### src/source/core_pkg.sv
`default_nettype none

package core_pkg;

	typedef logic [31:0] word_t;

	localparam int IMEM_DEPTH = 256;
	localparam int DMEM_DEPTH = 256;
	localparam int IMEM_AW    = 8;
	localparam int DMEM_AW    = 8;
	localparam int REG_AW     = 5;

	// overflow, sign, carry, zero.
	typedef struct packed {
		logic o;
		logic s;
		logic c;
		logic z;
	} flags_t;

endpackage

`default_nettype wire

### src/source/register_bank.sv
`timescale 1ns/1ps
`default_nettype none

module register_bank (
	input  logic                        clk,
	input  logic                        reset,
	input  logic [core_pkg::REG_AW-1:0] ra_addr,
	input  logic [core_pkg::REG_AW-1:0] rb_addr,
	input  logic                        wr_en,
	input  logic [core_pkg::REG_AW-1:0] wr_addr,
	input  core_pkg::word_t             wr_data,
	output core_pkg::word_t             ra_data,
	output core_pkg::word_t             rb_data
);

	localparam int NREGS = 2 ** core_pkg::REG_AW;

	core_pkg::word_t regs [NREGS];

	always_ff @(posedge clk) begin
		if (reset) begin
			for (int i = 0; i < NREGS; i++) begin
				regs[i] <= '0;
			end
		end else if (wr_en && wr_addr != '0) begin
			regs[wr_addr] <= wr_data;
		end
	end

	// r0 reads as zero.
	assign ra_data = (ra_addr == '0) ? '0 : regs[ra_addr];
	assign rb_data = (rb_addr == '0) ? '0 : regs[rb_addr];

endmodule

`default_nettype wire

### config.mk
export PLATFORM = sky130hd
export DESIGN_NAME = register_bank
export DESIGN_NICKNAME = d
export VERILOG_FILES = /design/src/source/core_pkg.sv /design/src/source/register_bank.sv
export SDC_FILE = /design/constraint.sdc
export NUM_CORES = 2
export LEC_CHECK = 0
export CAP_MARGIN = 5
export CORE_MARGIN = 2
export CORE_UTILIZATION = 55
export CTS_CLUSTER_DIAMETER = 200
export DETAILED_ROUTE_END_ITERATION = 12
export DONT_BUFFER_PORTS = 1
export PLACE_DENSITY = 0.8
export SETUP_SLACK_MARGIN = 0.05
export SLEW_MARGIN = 0
export SYNTH_ARGS = -nofsm -noshare
export SYNTH_HDL_FRONTEND = slang
export SYNTH_SLANG_ARGS = --single-unit
### constraint.sdc
create_clock -name clk -period 2.55 [get_ports clk]
set_clock_uncertainty 0.05 [all_clocks]
set_input_delay 0.255 -clock clk [delete_from_list [all_inputs] [get_ports clk]]
set_output_delay 0.255 -clock clk [all_outputs]
set_load 0.01 [all_outputs]
## Yosys cells after proc, flatten, opt, wreduce, memory -nomap -nowiden

Memory sizes are Yosys's and may differ from the RTL's.
Index checks and enable logic that the tools add are counted.

- Bits in read-only memories: 0
- Word-level logic and storage cells: 16
- Register bits after elaboration: 0
- Latch bits: 0
- RAM bits: 1024
- Memories kept: 1
- Input bits: 50

- $mul: 0
- Order comparisons: 0
- Bitwise gates (word level): 0
- Multiplexer cells: 10
- Divide/modulo/power cells: 0
- Add/sub/neg operators: 0
- Reductions and logical operators: 5
- Equal/unequal tests: 0
- Shifts and indexed selects: 0

Memories:

| memory | words | bits a word | rd ports | clocked after memory_dff | wr ports | line | source |
|---|---|---|---|---|---|---|---|
| regs | 32 | 32 | 2 | 0 | 32 | register_bank.sv:18 | `core_pkg::word_t regs [NREGS];` |

Operators with widths:

| cell | count |
|---|---|
| $mux W32 | 3 |
| $reduce_or A32 Y1 | 1 |
| $logic_not A5 Y1 | 2 |
| $mux W1 | 6 |
| $mux W5 | 1 |
| $reduce_bool A5 Y1 | 1 |
| $logic_and A1 B1 Y1 | 1 |

## Depth between registers and ports, before layout

- Depth in word-level cells: 7
- Gate-level depth with buffers: 9
- Gate-level depth less buffers: 4

## Worst setup path before layout

No wires, ideal clock.

- Path kind: input to register
- From: in wr_addr[1] in the netlist's numbering
- To: mem regs[12][0] in the netlist's numbering (enable)
- Stages on the path: 4
- Setup time: 0.375 ns
- Required time: 2.125 ns
- Arrival time: 1.801 ns
- Slack: 0.324 ns
- Path through: or4b_2 -> clkbuf_1 -> nor2_1 -> or2_2

RTL lines:

| item | line | source |
|---|---|---|
| start: declaration | register_bank.sv:10 | `input logic [core_pkg::REG_AW-1:0] wr_addr,` |
| end: declaration | register_bank.sv:18 |  |

## Worst setup path after layout

- From: in rb_addr[0] in the netlist's numbering
- To: out rb_data[18]

- Cells in the longest elaborated chain, start to end: 2

RTL lines:

| item | line | source |
|---|---|---|
| start: declaration | register_bank.sv:8 | `input logic [core_pkg::REG_AW-1:0] rb_addr,` |
| $mem_v2 Z32 W32 or $logic_not A5 Y1 (tied branches) | -- |  |
| $mux W32 * | register_bank.sv:32 | `assign rb_data = (rb_addr == '0) ? '0 : regs[rb_addr];` |
| end: declaration | register_bank.sv:13 | `output core_pkg::word_t rb_data` |

Every way passes the cells marked *; elsewhere a longest branch is shown, timed or not.

==> results.json <==
{
  "status": "complete, but fails checks",
  "violations": "slew limit, setup timing",
  "seqCellArea_mm2": 0.0307,
  "crit_slowest_cell": "mux4_2",
  "cts_tree": "yes",
  "clock-sinks": 1024,
  "synth_top_family_by_area": "multiplexers",
  "multi_input_area_mm2": 0.0241,
  "fin_crit_sh_pct": 137,
  "fmax_mhz": 285,
  "clkTransAtPathRegs_ps": 60,
  "clock_path_buffers": 3,
  "synth-compound-area-share_pct": 3.65,
  "grt_usage_pct": 33.6,
  "top_regs": "regs (1024)",
  "grt_pass1_wl_um": 244000,
  "drcViolationCount": 0,
  "cellLeakagePower_nw": 21.3,
  "worstHoldPathType": "in2reg",
  "final_cell_mix": "1024 x edfxtp_1, 994 x and2_1, 472 x mux4_2",
  "synth-edff-count": 1024,
  "synth-seq-cells": 1024,
  "synth_warnings": 0,
  "synth-simple-area-share_pct": 13.3,
  "ir_drop_mv": 0.561,
  "wirelength_um": 171000,
  "netlist_instances": 3502,
  "clock-root-buffer": "clkbuf_16",
  "row_count": 115,
  "die-width_um": 318,
  "place_hpwl_um": 98200,
  "cts_inserted_buffers": 102,
  "synth_cell_types": 42,
  "worstSetupPathType": "in2out",
  "fp.dieH_um": 318,
  "cp-start-kind": "input port",
  "dp_cells": 4662,
  "synth_area_mm2": 0.0543,
  "place.gp.congestion": 0.900,
  "crit_chain": "mux4_2, a22o_1, a2111oi_2, nor3_2, buf_4, buf_6",
  "setup_ws_ps": -953,
  "worstSetupEndpointType": "output pin",
  "dr.pass1.iters": 6,
  "finalNonFillerCells": 4907,
  "fp.dieArea_mm2": 0.101,
  "floorplan.initialDensity_pct": 55.3,
  "yosysSeqAreaShare_pct": 56.7,
  "fillers": 6522,
  "rsz0062_at_grt": "true",
  "route.detailed.wl_per_inst_um": 34.8,
  "vias_per_cell": 7.15,
  "slowest_delay_ps": 1060,
  "largest_reg_flops": 1024,
  "powerDensity_mw_per_mm2": 637,
  "drive_above_1_share_pct": 31.8,
  "coreArea_mm2": 0.0981,
  "drt_iter0_drc": 6154,
  "layout.nets": 3583,
  "drv_cap": 0,
  "layout_min_cycle_time_ps": 3500,
  "htreeDepth": 3,
  "synth_top_area_cell": "edfxtp_1",
  "gr-total-overflow": 0,
  "cp.required_ps": 2250,
  "critPathMaxFanout": 309,
  "synth-xor-area-share_pct": 0,
  "synth_top_area_share_pct": 56.7,
  "drv_slew": 120,
  "drtAntennaViolNets": 0,
  "tightestPinTransition_ps": 1810,
  "relSlewSlack_pct": -20.7,
  "hold_viol_final": 0,
  "num_vias": 35100,
  "boundaryPins": 114,
  "pre_cts_slack_ps": -266,
  "ys.flop_type": "edfxtp_1",
  "setup_violations": 63,
  "antenna_found_initial": 7,
  "port_buffers": 0,
  "grt_pass1_vias": 35000,
  "grt_max_degree": 310,
  "synthArstFlopShare_pct": 0,
  "synth_mux_area_share_pct": 23.0,
  "largest-register": "regs",
  "synth_fa_ha_area_share_pct": 0,
  "final_common_cell": "edfxtp_1",
  "synth_area_leaders": "edfxtp_1 57%, mux4_2 20%, and2_1 11%",
  "syn_to_final_growth_pct": 15.0,
  "worstPathArrival_ps": 3200,
  "avgSynthCellArea_um2": 15.5
}
## Yosys cell counts (6+ instances only)
master and number:
edfxtp_1 1024, nor2_1 36, nor2b_1 14, buf_6 21, buf_2 46, mux2_2 30
a21oi_1 12, and2_1 995, clkbuf_1 271, nor3_1 54, mux2i_1 150, or2_2 33
a211oi_1 7, a2111oi_1 41, nand2_1 7, buf_4 38, buf_1 11, nor4_1 6
mux4_2 472, a22oi_1 16, a22o_1 51, o22ai_1 103, a2111oi_0 14
## kinds of logic (layout without fill, tap and decap cells)
kind of cell / after synthesis / count (layout)
multiplexers: 652 / 652
buffers and inverters: 389 / 468
other: 1 / 40
AO/OA/AOI/OAI: 259 / 259
flip-flops: 1024 / 1024
AND/OR/NAND/NOR: 1177 / 1177
## worst paths after layout
check / start / end / slack, ps / cells past startpoint
hold / removal: reset / regs[4][17] / 20 / 2
setup / recovery: rb_addr[0] / rb_data[18] / -950 / 6
## report_power, final
part | switching [mW] | internal (mW) | total [mW]
Combinational | 2.62 | 2.53 | 5.14
Clock | 6.46 | 8.17 | 14.6
Sequential | 0.512 | 19.5 | 20.0
Total | 9.59 | 30.1 | 39.7
## per-layer routing
layer / global-route usage, % / up-vias / part of all wire, %
met5: 0 / - / 0.016
met4: 18.9 / 4 / 6.3
met3: 8.11 / 573 / 13
met2: 52.6 / 3075 / 47
met1: 43.7 / 17800 / 33
li1: - / 13700 / -
## metrics by stage
step | power [mW] | instance area [um2] | hold slack (ps) | setup TNS (ps) | util (%)
3_5_place_dp | 24.3 | 56400 | 335 | -475 | 57.5
6_report | 39.7 | 62400 | 23.6 | -28050 | 63.6
2_1_floorplan | 23.1 | 54400 | 403 | 0 | -
5_1_grt | 40.5 | 62400 | 20.2 | -14810 | 63.6
3_3_place_gp | 24.1 | 56400 | 337 | -401 | 57.5
4_1_cts | 39.3 | 61700 | 12.4 | -14070 | 62.8
## cell type report
type	count	area share, %
well taps	1287	2.58
diodes	8	0.0321
repair buffers	283	4.47
clock inverters	48	0.616
inverters	2	0.0120
flip-flops and latches	1024	49.3
clock buffers	135	4.43
multi-input cells	2120	38.6
## critical path: cells and delay by family
kind	cells	cell delay [ps]
simple gates	1	70
compound gates	2	680
mux	1	1060
buf+inv	2	300
## what timing repair did
action                                 4_1_cts  5_1_grt
setup endpoints to repair                   64       64
setup buffers                               18       10
pin swaps                                  135       34
hold buffers                                38        0
resized for setup                          265      100
endpoints found under the hold margin     1070        0
Power figures use the tool's default switching activity.
