### src/source/isa_pkg.sv
`default_nettype none

package isa_pkg;

	// ********************
	// opcodes
	// ********************
	// any value not listed runs as a no-op.
	typedef enum logic [5:0] {
		OP_ALU  = 6'h01,
		OP_ADDI = 6'h02,
		OP_LW   = 6'h03,
		OP_SW   = 6'h04,
		OP_BR   = 6'h05,
		OP_HALT = 6'h3f
	} opcode_e;

	// rb sits in imm[15:11], the alu selector of OP_ALU in imm[2:0].
	typedef struct packed {
		opcode_e            opcode;
		logic [4:0]         rd; // branch condition in rd[2:0].
		logic [4:0]         ra;
		logic signed [15:0] imm;
	} instr_t;

	typedef enum logic [2:0] {
		ALU_ADD = 3'd0,
		ALU_SUB = 3'd1,
		ALU_AND = 3'd2,
		ALU_OR  = 3'd3,
		ALU_XOR = 3'd4,
		ALU_SHL = 3'd5,
		ALU_SHR = 3'd6
	} alu_op_e;

	// ********************
	// branch conditions
	// ********************
	typedef enum logic [2:0] {
		C_ALWAYS = 3'd0,
		C_EQ     = 3'd1, // z.
		C_NE     = 3'd2, // not z.
		C_LT     = 3'd3, // s xor o.
		C_GE     = 3'd4, // not (s xor o).
		C_CS     = 3'd5, // c.
		C_NEG    = 3'd6, // s.
		C_NEVER  = 3'd7
	} cond_e;

	typedef enum logic {
		WB_ALU = 1'b0,
		WB_MEM = 1'b1
	} wb_sel_e;

endpackage

`default_nettype wire

### src/source/control_unit.sv
`timescale 1ns/1ps
`default_nettype none

module control_unit (
	input  logic              clk,
	input  logic              reset,
	input  logic              run,
	input  isa_pkg::instr_t   instr,
	input  logic              cond_true,
	output logic              load_en,
	output logic              imem_re,
	output logic              pc_we,
	output logic              branch_taken,
	output isa_pkg::alu_op_e  alu_op,
	output logic              use_imm,
	output logic              flags_we,
	output logic              dmem_we,
	output logic              dmem_re,
	output logic              reg_we,
	output isa_pkg::wb_sel_e  wb_sel,
	output logic              busy,
	output logic              halted
);

	typedef enum logic [2:0] {IDLE, FETCH, EXEC, MEM, HALT} state_e;

	state_e state;
	state_e state_next;
	logic   writes_reg;
	logic   is_branch;
	logic   exec;

	// ********************
	// sequencer
	// ********************
	always_ff @(posedge clk) begin
		if (reset) begin
			state <= IDLE;
		end else begin
			state <= state_next;
		end
	end

	always_comb begin
		state_next = state;
		case (state)
			IDLE:  if (run) state_next = FETCH;
			FETCH: state_next = EXEC;
			EXEC: begin
				case (instr.opcode)
					isa_pkg::OP_LW:   state_next = MEM;
					isa_pkg::OP_HALT: state_next = HALT;
					default:          state_next = FETCH;
				endcase
			end
			MEM:   state_next = FETCH;
			HALT:  state_next = HALT; // left only through reset.
			default: state_next = IDLE;
		endcase
	end

	// ********************
	// decoder
	// ********************
	always_comb begin
		alu_op     = isa_pkg::ALU_ADD;
		use_imm    = 1'b0;
		wb_sel     = isa_pkg::WB_ALU;
		writes_reg = 1'b0;
		is_branch  = 1'b0;
		case (instr.opcode)
			isa_pkg::OP_ALU: begin
				alu_op     = isa_pkg::alu_op_e'(instr.imm[2:0]);
				writes_reg = 1'b1;
			end
			isa_pkg::OP_ADDI: begin
				use_imm    = 1'b1;
				writes_reg = 1'b1;
			end
			isa_pkg::OP_LW: begin
				use_imm = 1'b1;
				wb_sel  = isa_pkg::WB_MEM; // written back from MEM.
			end
			isa_pkg::OP_SW: use_imm = 1'b1;
			isa_pkg::OP_BR: is_branch = 1'b1;
			default: ;
		endcase
	end

	assign exec         = (state == EXEC);
	assign load_en      = (state == IDLE) || (state == HALT);
	assign imem_re      = (state == FETCH);
	assign pc_we        = exec && (instr.opcode != isa_pkg::OP_HALT);
	assign branch_taken = exec && is_branch && cond_true;
	// register-register add and sub only, addi leaves the flags alone.
	assign flags_we     = exec && (instr.opcode == isa_pkg::OP_ALU) &&
		(alu_op == isa_pkg::ALU_ADD || alu_op == isa_pkg::ALU_SUB);
	assign dmem_we      = exec && (instr.opcode == isa_pkg::OP_SW);
	assign dmem_re      = exec && (instr.opcode == isa_pkg::OP_LW);
	assign reg_we       = (instr.rd != '0) && ((exec && writes_reg) || (state == MEM));
	assign busy         = (state == FETCH) || exec || (state == MEM);
	assign halted       = (state == HALT);

endmodule

`default_nettype wire

### config.mk
export PLATFORM = sky130hd
export DESIGN_NAME = control_unit
export DESIGN_NICKNAME = d
export VERILOG_FILES = /design/src/source/isa_pkg.sv /design/src/source/control_unit.sv
export SDC_FILE = /design/constraint.sdc
export NUM_CORES = 1
export LEC_CHECK = 0
export BUFFER_PORTS_ARGS = -buffer_cell sky130_fd_sc_hd__clkbuf_2
export CORE_AREA = 3 3 40 42
export CTS_BUF_LIST = sky130_fd_sc_hd__clkbuf_16
export CTS_CLUSTER_SIZE = 12
export DETAILED_ROUTE_END_ITERATION = 8
export DIE_AREA = 0 0 43 45
export GPL_TIMING_DRIVEN = 0
export HOLD_SLACK_MARGIN = 0.03
export PLACE_DENSITY = 0.77
export SYNTH_ARGS = -nofsm -noshare
export SYNTH_HDL_FRONTEND = slang
export SYNTH_SLANG_ARGS = --single-unit
export TNS_END_PERCENT = 30
### constraint.sdc
create_clock -name clk -period 1.94 [get_ports clk]
set_clock_uncertainty 0.15 [all_clocks]
set_input_delay 0.388 -clock clk [delete_from_list [all_inputs] [get_ports clk]]
set_output_delay 0.388 -clock clk [all_outputs]
set_load 0.01 [all_outputs]
Yosys cells after proc, flatten, opt, wreduce, memory -nomap -nowiden:

Index checks and enable logic that the tools add are counted.

* register bits: 3
* logic and storage cells: 41
* bits of input ports: 36

* reduce and logical (&&, ||, !) cells: 19
* mux-type cells: 8
* equal/unequal tests: 13

Operators by type and width (count)
* case mux 3 bit (5 select lines): 1
* == test 6 x 2 -> 1 bit (second input constant): 2
* == test 6 x 3 -> 1 bit (second input constant): 2
* logical AND 1 bit: 9
* == test 3 x 1 -> 1 bit (second input constant): 2
* == test 3 x 2 -> 1 bit (second input constant): 2
* == test 6 x 1 -> 1 bit (second input constant): 1
* == test 6 bit (second input constant): 1
* logical NOT 3 bit: 2
* 2-to-1 mux 3 bit: 2
* != test 6 bit (second input constant): 1
* case mux 3 bit (2 select lines): 1
* logical OR 1 bit: 5
* nonzero test 5 bit: 1
* 2-to-1 mux 1 bit: 4
* == test 3 bit (second input constant): 1
* OR reduction 3 bit: 1
* != test 2 bit (second input constant): 1
* OR reduction 2 bit: 1

Longest topological paths before layout:

Gate-level depths: netlist of run 1.

* word-level depth: 6
* gate-level depth with buffers: 4

Least setup slack after synthesis of run 1:

Ideal clock, no wire load.

* path kind: input to output
* from: input instr[29] (netlist bit)
* to: output branch_taken
* data arrival time: 1.249 ns
* path slack: 0.153 ns
* buffers on the path: 0
* required time: 1.402 ns
* stages: 2
* cells stage by stage: or3_1 > nor4_1

* longest elaborated chain between the ends: 4

Ends and longest elaborated chain
* from (decl): RTL line control_unit.sv:8 `input isa_pkg::instr_t instr,`
* == test 6 x 3 -> 1 bit: RTL line control_unit.sv:71 `case (instr.opcode)`
* 2-to-1 mux 1 bit: RTL line control_unit.sv:71
* logical AND 1 bit (2 in a row): RTL line control_unit.sv:94 `assign branch_taken = exec && is_branch && cond_true;`
* to (decl): RTL line control_unit.sv:13 `output logic branch_taken,`

No other way between the ends.

Final worst setup path of run 1:

* from: input instr[28] (netlist bit)
* to: output flags_we

* longest elaborated chain between the ends: 5

Ends and longest elaborated chain
* == test 6 x 1 -> 1 bit (*): RTL line control_unit.sv:71, control_unit.sv:96
* 2-to-1 mux 3 bit: RTL line control_unit.sv:71
* == test 3 x 1 -> 1 bit / logical NOT 3 bit (equally long branches): RTL line control_unit.sv:97 `(alu_op == isa_pkg::ALU_ADD || alu_op == isa_pkg::ALU_SUB);`
* logical OR 1 bit: RTL line control_unit.sv:97
* logical AND 1 bit (*): RTL line control_unit.sv:96 `assign flags_we = exec && (instr.opcode == isa_pkg::OP_ALU) &&`
* to (decl): RTL line control_unit.sv:16 `output logic flags_we,`

Mark *: on every way between the ends. The rest lies on a longest branch, timed or not.

==> reports/metrics.cfg, run 1 <==
[floorplanning]
start_util = 0.2707
row_count = 13
ios = 51
die_w_um = 43
fp.coreArea_um2 = 1285
die_area_um2 = 1935
die_y_um = 45

[timing]
post-route-min-period_ns = 1.988
tightest_slew_ns = 0.3769
rsz0062_at_grt = yes
fin_ws_ns = -0.04810
setup_tns_ns = -0.09790
fin_crit_sh = 1.025
hold_ws_ns = 0.2364
setup_violations = 3
fmaxAchievable_mhz = 503.0
relSlewSlack = 0.7452
finalHoldViolCount = 0
drv_slew = 0

[power_and_ir_drop]
p_leak_nw = 0.3720
sw_frac_of_total = 0.2223
seqPwrFrac = 0.142
clkPwrFrac = 0.674
switchingPower_mw = 0.1076
power_density_nw_per_um2 = 662.5
p_int_mw = 0.3765
fin_total_pwr_mw = 0.4841
combinationalPowerShare = 0.184
max-vdd-ir-drop_uv = 380.6

[run_status]
violations = setup timing
status = finished with violations

[layout]
area_growth_pct = 110.1
final_cell_area_um2 = 730.7
num_antenna_cells = 0
largest_register_ff_count = 3
drive_above_1_share = 0.6207
regMostFlops = state
finalNetCount = 124
regArea_um2 = 63.81
reg.largest.list = state: 3 flops
n_fill_cell = 125
multi_input_area_um2 = 309.0
final_util = 0.5686

[clock_network]
clkTransAtPathRegs_ns = 0.03
numCtsBuffers = 3
tritoncts = built
cts_hold_buf = 0
cts_root_buffer = clkbuf_16
clock_sinks = 3
cts_buffer_depth = 2
cts_max_level = 1
clk_latency_ns = 0.23

[min_path]
min_path_type = in2reg

[route]
route.vias.total = 512
avgViaCountPerCell = 5.020
drc_errors = 0
ant_nets = 0
wl_um = 1224
avgRoutedWirePerCell_um = 12.00
first_iter_violations = 19
drt_first_pass_iters = 4

[critical_path]
cp.arrival_ns = 1.45
worst-path-max-fanout = 3
critPathKind = in2out
path_cells = buf_8 -> nor4_4 -> and3b_2 -> nor4b_4 -> buf_2
startpoint_type = primary input
max_stage_delay_ns = 0.33
required_ns = 1.40
crit_slowest_cell = nor4_4
endpoint_kind = primary output

[global_route]
grt_max_degree = 10
grt_pass1_vias = 443
gr-total-overflow = 0
antenna_found_initial = 0
grt_pass1_wl_um = 1814
grtUsageTotal = 0.1290

[synth]
ys_seq_area_frac = 0.1727
postSynthCellCount = 46
yosys_warnings = 0
ys_types = 25
syn_nets = 82
syn_area_um2 = 347.8
synth-seq-cells = 3
synth.avg_cell_area_um2 = 7.562

[placement]
port_buffers = 31
gp_congestion = 0.7265
placed_cell_area_um2 = 521.8
place_hpwl_um = 879.5

[flow_run]
drv_cap = 0

## kinds of logic (layout without fill, tap and decap cells)
kind of cell / Yosys count / in the layout / synth area share
and+or+nand+nor: 32 / 32 / 0.6439
AOI/OAI and AO/OA: 5 / 5 / 0.09714
buffers and inverters: 5 / 46 / 0.06115
DFF: 3 / 3 / 0.1727
xor gates and xnor gates: 1 / 1 / 0.02518
## per-stage QoR
stage               instances  worst slack, ns
CTS                        98         -0.08468
finish                    102         -0.04810
global route              102          -0.1416
global placement           92         -0.06316
floorplan                  46           0.1530
detailed placement         92          -0.1491
## power groups by stage
stage / registers [mW] / logic, mW / clock network [mW]
6_report: 0.0687 / 0.0891 / 0.326
5_1_grt: 0.0691 / 0.0978 / 0.335
4_1_cts: 0.0679 / 0.0742 / 0.328
3_5_place_dp: 0.0682 / 0.0671 / 0
3_3_place_gp: 0.0681 / 0.0653 / 0
2_1_floorplan: 0.0676 / 0.0318 / 0
## per-layer routing
metal	share of wire	GRT usage	vias up
met4	0.032	0.1084	0
met1	0.35	0.1298	228
met2	0.52	0.2275	25
met3	0.092	0.02789	4
li1	-	-	255
met5	0	0	-
## critical path: cells and delay by family
kind          cells  cell delay (ns)
buf+inv           2             0.27
simple gates      3             0.79
## repair_timing
action	in CTS	in global routing
pin swaps	5	6
endpoints found under the setup margin	7	8
gates resized for setup	7	21
setup buffers	3	4
## synth_stat cells
cell	count	area (um^2)
a21o_1	1	7.510
a21oi_1	2	10.01
and2_1	4	25.02
and3b_1	1	8.760
buf_2	2	10.01
clkbuf_1	1	3.750
dfxtp_1	3	60.06
inv_1	2	7.510
nand2_1	2	7.510
nand2b_1	1	6.260
nand3_1	1	5.000
nand3b_1	1	7.510
nand4_1	2	12.51
nor2_1	7	26.28
nor3_1	1	5.000
nor4_1	3	18.77
nor4_4	1	21.27
nor4b_1	4	35.03
nor4b_4	1	23.77
o21a_1	1	7.510
o41ai_1	1	8.760
or2b_1	1	7.510
or3_1	1	6.260
or4_1	1	7.510
xor2_1	1	8.760
## layout make-up
class / count / area share
Clock inverter: 1 / 0.005137
Sequential cell: 3 / 0.08733
Timing Repair Buffer: 38 / 0.3236
Tap cell: 15 / 0.02568
Multi-Input combinational cell: 38 / 0.4229
Buffer: 2 / 0.02226
Clock buffer: 3 / 0.1027
Inverter: 2 / 0.01027
## path summary, 6_finish.rpt
check | start | slack, ns | cells after the start | end
hold / removal | reset | 0.24 | 2 | state[0]$_SDFFE_PP0P_
hold reg to reg | state[2]$_SDFFE_PP0P_ | 0.37 | 1 | state[0]$_SDFFE_PP0P_
setup / recovery | instr[28] | -0.05 | 5 | flags_we
setup reg to reg | state[1]$_SDFFE_PP0P_ | 0.71 | 4 | state[1]$_SDFFE_PP0P_
## cell usage in the layout (no fill, tap or decap), types with 2 or more instances in the layout
cell type,instances
nor4b_1,3
buf_2,7
inv_1,2
clkbuf_2,22
nor2_1,7
nor4_4,3
buf_4,6
buf_6,3
nand2_1,2
and2_1,4
a21oi_1,2
nand4_1,2
dfxtp_2,3
clkbuf_16,3
Note: power is estimated with default switching activity, not from simulation.
==> inputs of run 2 (changes only) <==
- clock period: 1.94 -> 2.32 ns (I/O delays scaled with it)
==> run 2 against run 1 <==
  * The run now ends clean
  * Sequential cell count unchanged
  * Die area unchanged
  * Total power decreased by 21%
  * Combinational power decreased by 37%
  * Critical path type unchanged
==> reports/metrics.cfg, run 2 (synthesized netlist as in run 1, its figures left out) <==
[power_and_ir_drop]
max-vdd-ir-drop_uv = 295.6
p_leak_nw = 0.3070
power_density_nw_per_um2 = 637.4
p_int_mw = 0.3016
combinationalPowerShare = 0.145
seqPwrFrac = 0.148
clkPwrFrac = 0.707
sw_frac_of_total = 0.2136
switchingPower_mw = 0.08194
fin_total_pwr_mw = 0.3836

[timing]
setup_tns_ns = 0
fmaxAchievable_mhz = 455.8
fin_crit_sh = 0.9458
setup_violations = 0
fin_ws_ns = 0.1258
tightest_slew_ns = 0.3780
rsz0062_at_grt = no
finalHoldViolCount = 0
post-route-min-period_ns = 2.194
relSlewSlack = 0.7444
drv_slew = 0

[flow_run]
drv_cap = 0

[global_route]
gr-total-overflow = 0
grt_pass1_vias = 410
grt_use_met2 = 0.2036
globalRoute.busiestLayer = met2
grt_max_degree = 10
antenna_found_initial = 0
grtUsageTotal = 0.1198
grt_pass1_wl_um = 1662
grt_use_met1 = 0.1226
use_met3 = 0.02789

[layout]
drive_above_1_share = 0.4815
regMostFlops = state
multi_input_area_um2 = 267.8
mostFrequentLayoutCell = clkbuf_2
finalNetCount = 118
num_antenna_cells = 0
n_fill_cell = 142
final_cell_mix = clkbuf_2, nor2_1, and2_1, nor4b_1
final_cell_area_um2 = 601.8
reg.largest.list = state: 3 flops
largest_register_ff_count = 3
area_growth_pct = 73.02
regArea_um2 = 60.06

[critical_path]
worst-path-max-fanout = 4
max_stage_delay_ns = 0.35
crit_family = simple AND/OR/NAND/NOR gates
endpoint_kind = primary output
required_ns = 1.71
worstReg2RegStart = state[2]$_SDFFE_PP0P_
cp.arrival_ns = 1.58
crit_top_cell = clkbuf_2
critPathKind = in2out
worst-path-buf-inv = 2
ff2ff_setup_slack_ns = 0.97
r2r_end = state[1]$_SDFFE_PP0P_
r2r_cells = 4
startpoint_type = primary input
crit_slowest_cell = nor4_4
path_cells = clkbuf_2 -> nor4_4 -> and3b_2 -> nor4b_4 -> clkbuf_2

[route]
first_iter_violations = 5
wl_um = 1073
route.vias.total = 476
avgViaCountPerCell = 4.958
drt_first_pass_iters = 4
ant_nets = 0
drc_errors = 0
avgRoutedWirePerCell_um = 11.18

[floorplanning]
start_util = 0.2707
die_w_um = 43
fp.coreArea_um2 = 1285
row_count = 13
ios = 51
die_y_um = 45
die_area_um2 = 1935

[min_path]
min_path_type = in2reg
hold_end = state[0]$_SDFFE_PP0P_
hp-start = reset
holdPathStages = 2

[placement]
dp_slack_ns = 0.07888
placed_cell_area_um2 = 521.8
gp_congestion = 0.7265
place_hpwl_um = 879.5
port_buffers = 31

[clock_network]
clock_sinks = 3
tritoncts = built
cts_max_level = 1
numCtsBuffers = 3
post-cts-setup-buffers = 0
clk_latency_ns = 0.22
cts_buffer_depth = 2
clkTransAtPathRegs_ns = 0.03
cts_root_buffer = clkbuf_16

[run_status]
status = complete, no violations

run 2: cell count changes in the layout (fill, tap and decap cells not counted), sizes merged:
cell    previous run  this run
buf               17         2
clkbuf            26        35
run 2: worst reg2reg max path, cell delays in order (launching register included):
cell      delay, ns
dfxtp_1        0.28
clkbuf_1       0.18
nor4b_1        0.42
nand4_1        0.14
o41ai_1        0.08
run 2: worst max-delay path by stage:
stage | from | slack, ns | depth (start not counted) | to
finish | instr[28] | 0.13 | 5 | flags_we
global placement | instr[28] | 0.16 | 5 | flags_we
global route | instr[28] | 0.008 | 5 | flags_we
detailed placement | instr[28] | 0.08 | 5 | flags_we
CTS | instr[28] | 0.08 | 5 | flags_we
floorplan | instr[29] | 0.38 | 2 | branch_taken
run 2: cell type report:
| class | count | share of cell area |
|---|---|---|
| inverters | 2 | 0.01247 |
| repair buffers | 31 | 0.2578 |
| multi-input cells | 38 | 0.4449 |
| well taps | 15 | 0.03119 |
| clock buffers | 3 | 0.1247 |
| plain buffers | 3 | 0.02287 |
| flip-flops and latches | 3 | 0.09979 |
| clock inverters | 1 | 0.006237 |
run 2: power groups by stage:
stage	Sequential, mW	Clock, mW	Combinational (mW)
6_report	0.0566	0.271	0.0558
3_5_place_dp	0.0570	0	0.0561
3_3_place_gp	0.0569	0	0.0546
2_1_floorplan	0.0565	0	0.0266
4_1_cts	0.0565	0.274	0.0563
5_1_grt	0.0569	0.280	0.0626
run 2: routing by layer:
layer	up-vias	share of wire
li1	242	-
met1	205	0.39
met2	25	0.47
met3	4	0.11
met4	0	0.033
met5	-	0
run 2: what timing repair did:
item | CTS | global route
resized for setup | 0 | 1
hold buffers | 0 | 0
setup endpoints to repair | 0 | 1
hold endpoints to repair | 0 | 0
run 2: stage by stage:
stage                     hold WS (ns)  cells    util
after floorplan                 0.3927     46       -
after global placement          0.4298     92  0.4060
after detailed placement        0.4442     92  0.4060
after CTS                       0.3170     96  0.4674
after global routing            0.3318     96  0.4684
final                           0.3189     96  0.4684
==> inputs of run 3 (changes only) <==
- BUFFER_PORTS_ARGS: -buffer_cell sky130_fd_sc_hd__clkbuf_2 -> -buffer_cell sky130_fd_sc_hd__buf_2
- clock period: 2.32 -> 2.15 ns (I/O delays scaled with it)
==> run 3 against run 2 <==
  * Via count grew 2.3%
  * Routed wire length grew 5.2%
  * Critical path depth is the same
  * Hold slack lost 0.043 ns
  * Total power grew 9.6%
  * Clock power grew 8.9%
  * Sequential share of layout area shrank 0.46 points
  * Final cell count grew 2.1%
  * Register-to-register slack lost 0.16 ns
  * Worst setup slack lost 0.082 ns
  * Clock-buffer cell count is the same
  * Combinational power grew 16%
==> reports/metrics.cfg, run 3 (synthesized netlist as in run 1, its figures left out) <==
[run_status]
status = complete, no violations

[route]
routed.top_layer = met4
drt_first_pass_iters = 4
route.vias.total = 487
avgViaCountPerCell = 4.969
wl_um = 1129
drc_errors = 0
wl_met3_um = 134
ant_nets = 0
first_iter_violations = 5
avgRoutedWirePerCell_um = 11.52
met1_length_um = 414
wl_met2_um = 554

[min_path]
holdPathStages = 2
min_path_type = in2reg
hp-start = reset
hold_end = state[0]$_SDFFE_PP0P_

[power_and_ir_drop]
combinationalPowerShare = 0.154
switchingPower_mw = 0.09247
max-vdd-ir-drop_uv = 311.3
p_int_mw = 0.3280
sw_frac_of_total = 0.2199
seqPwrFrac = 0.145
clkPwrFrac = 0.701
power_density_nw_per_um2 = 666.8
p_leak_nw = 0.3268

[clock_network]
clkTransAtPathRegs_ns = 0.03
cts_root_buffer = clkbuf_16
numCtsBuffers = 3
cts_hold_buf = 0
clk_latency_ns = 0.23
cts_max_level = 1
tritoncts = built
clock_sinks = 3
cts_buffer_depth = 2

[critical_path]
critPathKind = in2out
required_ns = 1.57
endpoint_kind = primary output
r2r_cells = 4
worstReg2RegStart = state[2]$_SDFFE_PP0P_
r2r_end = state[1]$_SDFFE_PP0P_
worst-path-max-fanout = 4
startpoint_type = primary input
cp.arrival_ns = 1.53
ff2ff_setup_slack_ns = 0.81

[placement]
placed_cells = 92
placed_cell_area_um2 = 521.8
gp_congestion = 0.7268
place_hpwl_um = 881.9
dp_slack_ns = -0.002040
port_buffers = 31

[timing]
setup_violations = 0
fin_ws_ns = 0.04356
drv_slew = 0
finalHoldViolCount = 0
tightest_slew_ns = 0.4042
fin_crit_sh = 0.9797
rsz0062_at_grt = yes
hold_ws_ns = 0.2760
post-route-min-period_ns = 2.106
relSlewSlack = 0.7267
fmaxAchievable_mhz = 474.7

[layout]
area_growth_pct = 81.29
num_antenna_cells = 0
regArea_um2 = 60.06
reg.largest.list = state: 3 flops
drive_above_1_share = 0.5301
n_fill_cell = 127
mostFrequentLayoutCell = buf_2
multi_input_area_um2 = 280.3
final_cell_area_um2 = 630.6
largest_register_ff_count = 3
regMostFlops = state
finalNetCount = 120
stdcell_count = 98
final_cell_mix = buf_2, nor2_1, and2_1, nor4b_1

[global_route]
antenna_found_initial = 0
gr-total-overflow = 0
grtUsageTotal = 0.1240
grt_pass1_vias = 418
grt_pass1_wl_um = 1752
grt_max_degree = 10

[floorplanning]
die_area_um2 = 1935
start_util = 0.2707
die_w_um = 43
fp.coreArea_um2 = 1285
ios = 51
row_count = 13
die_y_um = 45

[flow_run]
drv_cap = 0

## run 3: per-layer routing
layer  global-route usage  vias to the layer above
li1                     -                      245
met4              0.09036                        0
met3              0.03187                        3
met1               0.1250                      201
met5                    0                        -
met2               0.2216                       38
## run 3: worst max path at each step
| stage | startpoint | to | slack [ns] |
|---|---|---|---|
| after floorplan | instr[29] | branch_taken | 0.28 |
| after global placement | instr[28] | flags_we | 0.07 |
| after detailed placement | instr[28] | flags_we | -0.002 |
| after CTS | instr[28] | flags_we | 0.02 |
| after global routing | instr[31] | flags_we | -0.02 |
| final | instr[31] | flags_we | 0.04 |
## run 3: layout make-up
class,instances,area share
sequential,3,0.09524
timing repair buffer,33,0.2698
tap,15,0.02976
clock buffer,3,0.1190
clock inverter,1,0.005952
multi-input combinational,38,0.4444
buffer,3,0.02381
inverter,2,0.01190
## run 3: power by group through the flow
stage               Combinational [mW]  Clock, mW  Sequential (mW)
floorplan                       0.0287          0           0.0610
global placement                0.0587          0           0.0614
detailed placement              0.0603          0           0.0615
CTS                             0.0611      0.297           0.0608
global route                    0.0721      0.303           0.0611
finish                          0.0647      0.295           0.0609
## run 3: critical path, cell delays in order
cell     delay [ns]
buf_2          0.12
nor4_4         0.34
and3b_2        0.27
nor4b_4        0.19
buf_2          0.17
## run 3: repair_timing
item,CTS,global route
endpoints found under the hold margin,0,0
setup buffers,0,2
gates resized for setup,1,4
setup endpoints to repair,1,3
pin swaps,0,3
## run 3: metrics by stage
step	utilization	setup TNS (ns)	total power, mW
floorplan	-	0	0.08965
global placement	0.4060	0	0.1201
detailed placement	0.4060	-0.002040	0.1218
CTS	0.4684	0	0.4187
global route	0.4908	-0.02268	0.4360
finish	0.4908	0	0.4205
